[src/rename_config_pkg.sv]
/*
 * Architectural sizes of the rename subsystem and the mapping it starts from
 * after reset. Imported by the rename RTL and its testbench.
 */

package rename_config_pkg;

  localparam int arch_reg_count = 32;
  localparam int prf_count = 64;
  localparam int rename_width = 2;
  localparam int commit_width = 2;

  localparam int arch_index_bits = $clog2(arch_reg_count);
  localparam int prf_index_bits = $clog2(prf_count);

  // arch register i starts on physical register i, the upper half is free
  localparam int reset_free_count = prf_count - arch_reg_count;
  localparam logic [prf_count-1:0] reset_busy_mask =
    {{reset_free_count{1'b0}}, {arch_reg_count{1'b1}}};

endpackage

[src/rename_types_pkg.sv]
/*
 * Register index, mask and per-slot vector types shared by the rename blocks.
 * Widths follow the sizes in the rename config package.
 */

package rename_types_pkg;

  // architectural and physical register indices
  typedef logic [rename_config_pkg::arch_index_bits-1:0] arch_reg_t;
  typedef logic [rename_config_pkg::prf_index_bits-1:0] phys_reg_t;

  // one bit per physical register, 1 means busy
  typedef logic [rename_config_pkg::prf_count-1:0] prf_mask_t;

  // free register count, one bit wider so that 64 fits
  typedef logic [rename_config_pkg::prf_index_bits:0] prf_count_t;

  // per-slot valid vectors of a rename group and a commit group
  typedef logic [rename_config_pkg::rename_width-1:0] rename_slots_t;
  typedef logic [rename_config_pkg::commit_width-1:0] commit_slots_t;

endpackage

[src/free_list.sv]
/*
 * Physical register free list. Frees retired registers, then hands the lowest
 * free registers to the requesting rename slots in slot order.
 */

`timescale 1ns/1ps

module free_list (
  input  logic                                                           clock,
  input  logic                                                           reset,
  input  logic                                                           stall,
  input  logic                                                           recover,
  input  rename_types_pkg::rename_slots_t                                prf_req,
  input  rename_types_pkg::commit_slots_t                                prf_retire_valid,
  input  rename_types_pkg::phys_reg_t [rename_config_pkg::commit_width-1:0] prf_retire,
  input  rename_types_pkg::prf_mask_t                                    recover_mask,
  output rename_types_pkg::phys_reg_t [rename_config_pkg::rename_width-1:0] prf_alloc,
  output logic                                                           allocatable
);

  import rename_config_pkg::*;
  import rename_types_pkg::*;

  prf_mask_t  busy_mask;
  prf_count_t free_count;

  prf_mask_t  freed_mask;
  prf_count_t freed_count;
  prf_mask_t  alloc_mask;
  prf_count_t alloc_count;
  prf_count_t req_count;
  prf_count_t recover_count;

  // retirements come first, so their registers can be reallocated this cycle
  always_comb begin
    freed_mask  = busy_mask;
    freed_count = free_count;
    for (int s = 0; s < commit_width; s++) begin
      if (prf_retire_valid[s] && freed_mask[prf_retire[s]]) begin
        freed_mask[prf_retire[s]] = 1'b0;
        freed_count = freed_count + prf_count_t'(1);
      end
    end
  end

  always_comb begin
    req_count = '0;
    for (int s = 0; s < rename_width; s++) begin
      if (prf_req[s]) begin
        req_count = req_count + prf_count_t'(1);
      end
    end
  end

  // all or nothing, a group with no requests always passes
  assign allocatable = (req_count <= freed_count);

  always_comb begin
    alloc_mask  = freed_mask;
    alloc_count = freed_count;
    prf_alloc   = '0;
    if (allocatable) begin
      for (int s = 0; s < rename_width; s++) begin
        if (prf_req[s]) begin
          // downward scan, the last hit is the lowest free index
          for (int i = prf_count - 1; i >= 0; i--) begin
            if (!alloc_mask[i]) begin
              prf_alloc[s] = phys_reg_t'(i);
            end
          end
          alloc_mask[prf_alloc[s]] = 1'b1;
        end
      end
      alloc_count = freed_count - req_count;
    end
  end

  always_comb begin
    recover_count = '0;
    for (int i = 0; i < prf_count; i++) begin
      if (!recover_mask[i]) begin
        recover_count = recover_count + prf_count_t'(1);
      end
    end
  end

  // a stalled group allocates nothing, but retirements still land
  always_ff @(posedge clock) begin
    if (reset) begin
      busy_mask  <= reset_busy_mask;
      free_count <= prf_count_t'(reset_free_count);
    end else if (recover) begin
      busy_mask  <= recover_mask;
      free_count <= recover_count;
    end else if (stall) begin
      busy_mask  <= freed_mask;
      free_count <= freed_count;
    end else begin
      busy_mask  <= alloc_mask;
      free_count <= alloc_count;
    end
  end

endmodule

[src/map_table.sv]
/*
 * Speculative architectural-to-physical map. Looks up sources and old
 * destinations of a rename group, with bypass from older slots in the group.
 */

`timescale 1ns/1ps

module map_table (
  input  logic                                                           clock,
  input  logic                                                           reset,
  input  logic                                                           stall,
  input  logic                                                           recover,
  input  rename_types_pkg::rename_slots_t                                rename_valid,
  input  rename_types_pkg::arch_reg_t [rename_config_pkg::rename_width-1:0] rename_dest,
  input  rename_types_pkg::arch_reg_t [rename_config_pkg::rename_width-1:0] rename_src1,
  input  rename_types_pkg::arch_reg_t [rename_config_pkg::rename_width-1:0] rename_src2,
  input  rename_types_pkg::phys_reg_t [rename_config_pkg::rename_width-1:0] prf_alloc,
  input  logic                                                           allocatable,
  input  rename_types_pkg::phys_reg_t [rename_config_pkg::arch_reg_count-1:0] recover_map,
  output rename_types_pkg::rename_slots_t                                prf_req,
  output rename_types_pkg::phys_reg_t [rename_config_pkg::rename_width-1:0] phys_src1,
  output rename_types_pkg::phys_reg_t [rename_config_pkg::rename_width-1:0] phys_src2,
  output rename_types_pkg::phys_reg_t [rename_config_pkg::rename_width-1:0] phys_dest,
  output rename_types_pkg::phys_reg_t [rename_config_pkg::rename_width-1:0] old_phys_dest
);

  import rename_config_pkg::*;
  import rename_types_pkg::*;

  phys_reg_t [arch_reg_count-1:0] spec_map;

  // x0 is never renamed, so it never asks for a register
  always_comb begin
    for (int s = 0; s < rename_width; s++) begin
      prf_req[s] = rename_valid[s] && (rename_dest[s] != '0);
    end
  end

  always_comb begin
    for (int s = 0; s < rename_width; s++) begin
      phys_src1[s]     = spec_map[rename_src1[s]];
      phys_src2[s]     = spec_map[rename_src2[s]];
      old_phys_dest[s] = spec_map[rename_dest[s]];
      // older slot writing the same arch register overrides the table
      for (int k = 0; k < s; k++) begin
        if (prf_req[k] && rename_dest[k] == rename_src1[s]) begin
          phys_src1[s] = prf_alloc[k];
        end
        if (prf_req[k] && rename_dest[k] == rename_src2[s]) begin
          phys_src2[s] = prf_alloc[k];
        end
        if (prf_req[k] && rename_dest[k] == rename_dest[s]) begin
          old_phys_dest[s] = prf_alloc[k];
        end
      end
      if (prf_req[s]) begin
        phys_dest[s] = prf_alloc[s];
      end else begin
        phys_dest[s]     = '0;
        old_phys_dest[s] = '0;
      end
    end
  end

  // later slot written last, so it wins on a shared destination
  always_ff @(posedge clock) begin
    if (reset) begin
      for (int i = 0; i < arch_reg_count; i++) begin
        spec_map[i] <= phys_reg_t'(i);
      end
    end else if (recover) begin
      spec_map <= recover_map;
    end else if (allocatable && !stall) begin
      for (int s = 0; s < rename_width; s++) begin
        if (prf_req[s]) begin
          spec_map[rename_dest[s]] <= prf_alloc[s];
        end
      end
    end
  end

endmodule

[src/commit_map.sv]
/*
 * Committed map and committed busy mask. Retires the registers replaced by
 * committing instructions and supplies the state that recovery reloads.
 */

`timescale 1ns/1ps

module commit_map (
  input  logic                                                           clock,
  input  logic                                                           reset,
  input  logic                                                           recover,
  input  rename_types_pkg::commit_slots_t                                commit_valid,
  input  rename_types_pkg::arch_reg_t [rename_config_pkg::commit_width-1:0] commit_arch,
  input  rename_types_pkg::phys_reg_t [rename_config_pkg::commit_width-1:0] commit_phys,
  input  rename_types_pkg::phys_reg_t [rename_config_pkg::commit_width-1:0] commit_old_phys,
  output rename_types_pkg::commit_slots_t                                prf_retire_valid,
  output rename_types_pkg::phys_reg_t [rename_config_pkg::commit_width-1:0] prf_retire,
  output rename_types_pkg::phys_reg_t [rename_config_pkg::arch_reg_count-1:0] recover_map,
  output rename_types_pkg::prf_mask_t                                    recover_mask
);

  import rename_config_pkg::*;
  import rename_types_pkg::*;

  phys_reg_t [arch_reg_count-1:0] commit_table;
  prf_mask_t                      committed_mask;
  phys_reg_t [arch_reg_count-1:0] table_next;
  prf_mask_t                      mask_next;

  // commits to x0 hold no register, and recover drops the whole group
  always_comb begin
    for (int s = 0; s < commit_width; s++) begin
      prf_retire_valid[s] = commit_valid[s] && (commit_arch[s] != '0) && !recover;
      prf_retire[s]       = commit_old_phys[s];
    end
  end

  // slot order matters when both slots commit the same arch register
  always_comb begin
    table_next = commit_table;
    mask_next  = committed_mask;
    for (int s = 0; s < commit_width; s++) begin
      if (prf_retire_valid[s]) begin
        table_next[commit_arch[s]]  = commit_phys[s];
        mask_next[commit_old_phys[s]] = 1'b0;
        mask_next[commit_phys[s]]     = 1'b1;
      end
    end
  end

  assign recover_map  = commit_table;
  assign recover_mask = committed_mask;

  always_ff @(posedge clock) begin
    if (reset) begin
      for (int i = 0; i < arch_reg_count; i++) begin
        commit_table[i] <= phys_reg_t'(i);
      end
      committed_mask <= reset_busy_mask;
    end else begin
      commit_table   <= table_next;
      committed_mask <= mask_next;
    end
  end

endmodule

[src/rename_top.sv]
/*
 * Register rename subsystem top. Renames up to two instructions per cycle,
 * retires up to two per cycle and recovers to the committed state on request.
 */

`timescale 1ns/1ps

module rename_top (
  input  logic                                                           clock,
  input  logic                                                           reset,
  input  logic                                                           stall,
  input  logic                                                           recover,
  // rename group
  input  rename_types_pkg::rename_slots_t                                rename_valid,
  input  rename_types_pkg::arch_reg_t [rename_config_pkg::rename_width-1:0] rename_dest,
  input  rename_types_pkg::arch_reg_t [rename_config_pkg::rename_width-1:0] rename_src1,
  input  rename_types_pkg::arch_reg_t [rename_config_pkg::rename_width-1:0] rename_src2,
  output logic                                                           allocatable,
  output rename_types_pkg::phys_reg_t [rename_config_pkg::rename_width-1:0] phys_dest,
  output rename_types_pkg::phys_reg_t [rename_config_pkg::rename_width-1:0] phys_src1,
  output rename_types_pkg::phys_reg_t [rename_config_pkg::rename_width-1:0] phys_src2,
  output rename_types_pkg::phys_reg_t [rename_config_pkg::rename_width-1:0] old_phys_dest,
  // commit group
  input  rename_types_pkg::commit_slots_t                                commit_valid,
  input  rename_types_pkg::arch_reg_t [rename_config_pkg::commit_width-1:0] commit_arch,
  input  rename_types_pkg::phys_reg_t [rename_config_pkg::commit_width-1:0] commit_phys,
  input  rename_types_pkg::phys_reg_t [rename_config_pkg::commit_width-1:0] commit_old_phys
);

  import rename_config_pkg::*;
  import rename_types_pkg::*;

  rename_slots_t                  prf_req;
  phys_reg_t [rename_width-1:0]   prf_alloc;
  commit_slots_t                  prf_retire_valid;
  phys_reg_t [commit_width-1:0]   prf_retire;
  phys_reg_t [arch_reg_count-1:0] recover_map;
  prf_mask_t                      recover_mask;

  map_table u_map_table (
    .clock         (clock),
    .reset         (reset),
    .stall         (stall),
    .recover       (recover),
    .rename_valid  (rename_valid),
    .rename_dest   (rename_dest),
    .rename_src1   (rename_src1),
    .rename_src2   (rename_src2),
    .prf_alloc     (prf_alloc),
    .allocatable   (allocatable),
    .recover_map   (recover_map),
    .prf_req       (prf_req),
    .phys_src1     (phys_src1),
    .phys_src2     (phys_src2),
    .phys_dest     (phys_dest),
    .old_phys_dest (old_phys_dest)
  );

  free_list u_free_list (
    .clock            (clock),
    .reset            (reset),
    .stall            (stall),
    .recover          (recover),
    .prf_req          (prf_req),
    .prf_retire_valid (prf_retire_valid),
    .prf_retire       (prf_retire),
    .recover_mask     (recover_mask),
    .prf_alloc        (prf_alloc),
    .allocatable      (allocatable)
  );

  commit_map u_commit_map (
    .clock            (clock),
    .reset            (reset),
    .recover          (recover),
    .commit_valid     (commit_valid),
    .commit_arch      (commit_arch),
    .commit_phys      (commit_phys),
    .commit_old_phys  (commit_old_phys),
    .prf_retire_valid (prf_retire_valid),
    .prf_retire       (prf_retire),
    .recover_map      (recover_map),
    .recover_mask     (recover_mask)
  );

endmodule

[config.mk]
export PLATFORM = sky130hd
export DESIGN_NAME = rename_top
export DESIGN_NICKNAME = d
export VERILOG_FILES = /design/src/rename_config_pkg.sv /design/src/rename_types_pkg.sv /design/src/free_list.sv /design/src/map_table.sv /design/src/commit_map.sv /design/src/rename_top.sv
export SDC_FILE = /design/constraint.sdc
export NUM_CORES = 2
export LEC_CHECK = 0
export BUFFER_PORTS_ARGS = -buffer_cell sky130_fd_sc_hd__buf_2
export CAP_MARGIN = 5
export CORE_MARGIN = 3
export CORE_UTILIZATION = 30
export CTS_CLUSTER_SIZE = 30
export DETAILED_ROUTE_END_ITERATION = 6
export SETUP_SLACK_MARGIN = 0.05
export SLEW_MARGIN = 20
export SYNTH_ARGS = -nofsm -noshare
export SYNTH_HDL_FRONTEND = slang
export SYNTH_SLANG_ARGS = --single-unit
export TNS_END_PERCENT = 5
[constraint.sdc]
create_clock -name clock -period 37.5 [get_ports clock]
set_input_delay 7.5 -clock clock [delete_from_list [all_inputs] [get_ports clock]]
set_output_delay 7.5 -clock clock [all_outputs]
set_load 0.02 [all_outputs]
==> reports/results.tsv <==
stage	metric	value	unit
floorplan	initial_utilization	30.2	%
worst_setup_path	endpoint_kind	flip-flop	
synth	ys_async_sr_fraction	0	%
synth	syn_nets	6782	
cts	cts-htree-levels	3	
global_routing	grt_max_degree	156	
synth	yosysTopAreaCell	dfxtp_1	
timing	tightest_slew	1.21	ns
global_routing	grt_pass1_wl	373	mm
route	vias	57000	
synth	syn_inst	6641	
route	drt_iter0_drc	8630	
hold_path	min_from	u_commit_map.recover_map[1]	
synth	synth_area	0.0526	mm²
global_routing	antenna_found_initial	22	
synth	yosysWarnings	0	
placement	placed_area	0.0559	mm²
synth	avgSynthCellArea	7.92	µm²
worst_setup_path	max_stage_delay	0.32	ns
cts	holdBufCountCts	0	
cells_and_area	fillers	18200	
cells_and_area	nets	6643	
floorplan	die_w	425	µm
cts	clk_pin_slew	0.06	ns
worst_setup_path	crit_fanout	3	
worst_setup_path	rrSetupSlack	1.64	ns
route	routed_wl	263	mm
synth	synthFlopType	dfxtp_1	
cts	cts.sink_count	519	
worst_setup_path	r2r_start	u_commit_map.recover_mask[0]	
timing	timing.final.crit_share	95.6	%
synth	synth_top_area_share	19.7	%
synth	ys_seq_elements	519	
hold_path	hold_path.class	flip-flop to flip-flop	
status	status	complete, but fails checks	
floorplan	pin_count	121	
placement	portBuffers	120	
worst_setup_path	path_class	flip-flop to flip-flop	
placement	place_inst	8730	
cells_and_area	final_cells	8885	
worst_setup_path	worstPathBufferInverterCount	20	
timing	period_minus_slack	35.86	ns
placement	dpl.hpwl	183	mm
cells_and_area	multi_input_area	0.0403	mm²
cells_and_area	syn_to_final_growth	12.3	%
hold_path	min_to	u_commit_map.recover_map[1]	
synth	synth_area_leaders	dfxtp_1 20%, mux4_2 15%, a21oi_1 6.6%	
cts	clock_path_buffers	3	
timing	slew_viol_final	0	
cells_and_area	drive_above_1_share	18.0	%
cts	cts_made_buffers	67	
synth	synth_cell_types	106	
route	drtPass1Iterations	7	
global_routing	grt.total_usage	27.6	%
timing	hold_slack	0.467	ns
worst_setup_path	worstRegToRegCells	214	
worst_setup_path	cp.arrival	36.42	ns
hold_path	min_path_cells	1	
global_routing	overflow	0	
timing	setup_viol	0	
floorplan	die_h	425	µm
floorplan	placementRows	153	
cts	cts_tree	yes	
cells_and_area	regArea	0.0104	mm²
synth	synth_edf_count	0	
cts	cts-root-buf	clkbuf_16	
worst_setup_path	crit_top_cell	ha_1	
route	wl_per_cell	29.6	µm
timing	fmax	27.9	MHz
worst_setup_path	rr_endpoint	u_free_list.free_count[5]	
worst_setup_path	slowest_stage	dfxtp_2	
status	violations	design-rule violations	
route	drc	1	
worst_setup_path	worst-endpoint-required	38.06	ns
worst_setup_path	worstSetupStartpointType	flip-flop	
placement	gp_congestion	1.06	
synth	yosysSeqAreaShare	19.7	%
route	detail-route-antenna-nets	0	
timing	fin_worst_skew	0.0539	ns
cells_and_area	fin_util	33.9	%
global_routing	grt_pass1_vias	52600	
job	max-cap-violations	0	
timing	hold_viol_final	0	
floorplan	die_area	0.180	mm²
route	via_per_inst	6.41	
cells_and_area	final_area	0.0591	mm²
floorplan	core-area	0.174	mm²
timing	max-slew-margin-rel	18.7	%
worst_setup_path	cpLargestDelayFamily	adder cells	
cts	insertion_delay	0.70	ns
-- worst reg2reg max path, delay by kind of cell (launching register included) --
| kind | cells | cell delay [ns] |
|---|---|---|
| compound gates | 56 | 8.31 |
| xor+xnor | 3 | 0.54 |
| fa+ha+maj | 61 | 16.18 |
| buf+inv | 20 | 1.51 |
| flops | 1 | 0.32 |
| mux | 9 | 2.15 |
| simple gates | 65 | 6.78 |
-- per-layer routing --
metal,track usage (%),wire [µm],part of all wire [%],vias up
met3,6.24,29200,11,925
li1,-,-,-,24400
met4,17.3,21200,8.1,6
met5,0,37,0.014,-
met2,42.2,113000,43,4065
met1,35.2,99200,38,27500
-- timing repair --
item,4_1_cts,5_1_grt
setup endpoints to repair,6,6
pin swaps,7,56
cloned,0,0
setup buffers,10,17
gates resized for setup,22,99
-- sequential cells by signal, summed over array words and instances, names as in the netlist --
signal                     cells
u_commit_map.recover_map     192
u_map_table.spec_map         192
u_commit_map.recover_mask     64
u_free_list.busy_mask         64
u_free_list.free_count         7
-- area by class of cell --
type | instances | area share, %
timing repair buffer | 384 | 4.47
antenna | 5 | 0.0212
tap | 2325 | 4.92
sequential | 519 | 17.6
clock inverter | 31 | 0.821
multi-input combinational | 5402 | 68.2
clock buffer | 91 | 3.18
inverter | 128 | 0.815
-- cell families after synthesis --
group	count (synthesis)	share of synthesized area [%]
XOR/XNOR	366	7.65
multiplexers	635	20.6
AO/OA/AOI/OAI	2087	24.9
AND/OR/NAND/NOR	2244	20.2
flip-flops	519	19.7
buffers and inverters	720	5.20
adder cells (fa/ha/maj)	70	1.67
-- metrics by stage --
stage                     setup TNS [ns]  setup WS, ns
final                                  0          1.64
after global routing               -1.12        -0.526
after CTS                              0        0.0527
after detailed placement           -2.63        -0.777
after global placement                 0        0.0490
after floorplan                        0         0.878
-- synth_stat cells (130+ instances only) --
library cell and count:
nand2_1 698, a21oi_1 690, and3_1 141, o21ai_0 396, nor2_1 638, mux4_2 358
mux2i_1 252, nand3_1 130, o211ai_1 259, xnor2_1 197, dfxtp_1 519, clkbuf_1 524
-- how the worst max path moves through the flow --
stage | startpoint | to | slack [ns] | cells past startpoint
2_1_floorplan | u_commit_map.recover_mask[0] | u_free_list.free_count[5] | 0.88 | 214
3_3_place_gp | u_commit_map.recover_mask[1] | u_free_list.free_count[6] | 0.05 | 214
3_5_place_dp | u_commit_map.recover_mask[1] | u_free_list.free_count[6] | -0.78 | 214
4_1_cts | u_commit_map.recover_mask[1] | u_free_list.free_count[6] | 0.05 | 214
5_1_grt | u_commit_map.recover_mask[1] | u_free_list.free_count[5] | -0.53 | 212
6_report | u_commit_map.recover_mask[0] | u_free_list.free_count[5] | 1.64 | 214
-- layout by cell type, fill, tap and decap left out, types with 80 or more instances in the layout --
| cell | Yosys | final |
|---|---|---|
| a211oi_1 | 124 | 124 |
| a21oi_1 | 690 | 675 |
| a31oi_1 | 94 | 91 |
| and3_1 | 141 | 141 |
| buf_2 | 10 | 113 |
| buf_4 | 4 | 266 |
| dfxtp_1 | 519 | 517 |
| inv_1 | 126 | 118 |
| mux2i_1 | 252 | 251 |
| mux4_2 | 358 | 358 |
| nand2_1 | 698 | 688 |
| nand3_1 | 130 | 129 |
| nor2_1 | 638 | 621 |
| nor2b_1 | 112 | 102 |
| nor3_1 | 122 | 114 |
| o211ai_1 | 259 | 259 |
| o21ai_0 | 396 | 384 |
| o22ai_1 | 81 | 80 |
| or2_2 | 81 | 80 |
| xnor2_1 | 197 | 195 |
| xor2_1 | 98 | 98 |
Power is not shown: default switching activity piles up to over one toggle a cycle in this logic, so the estimate is an artifact.
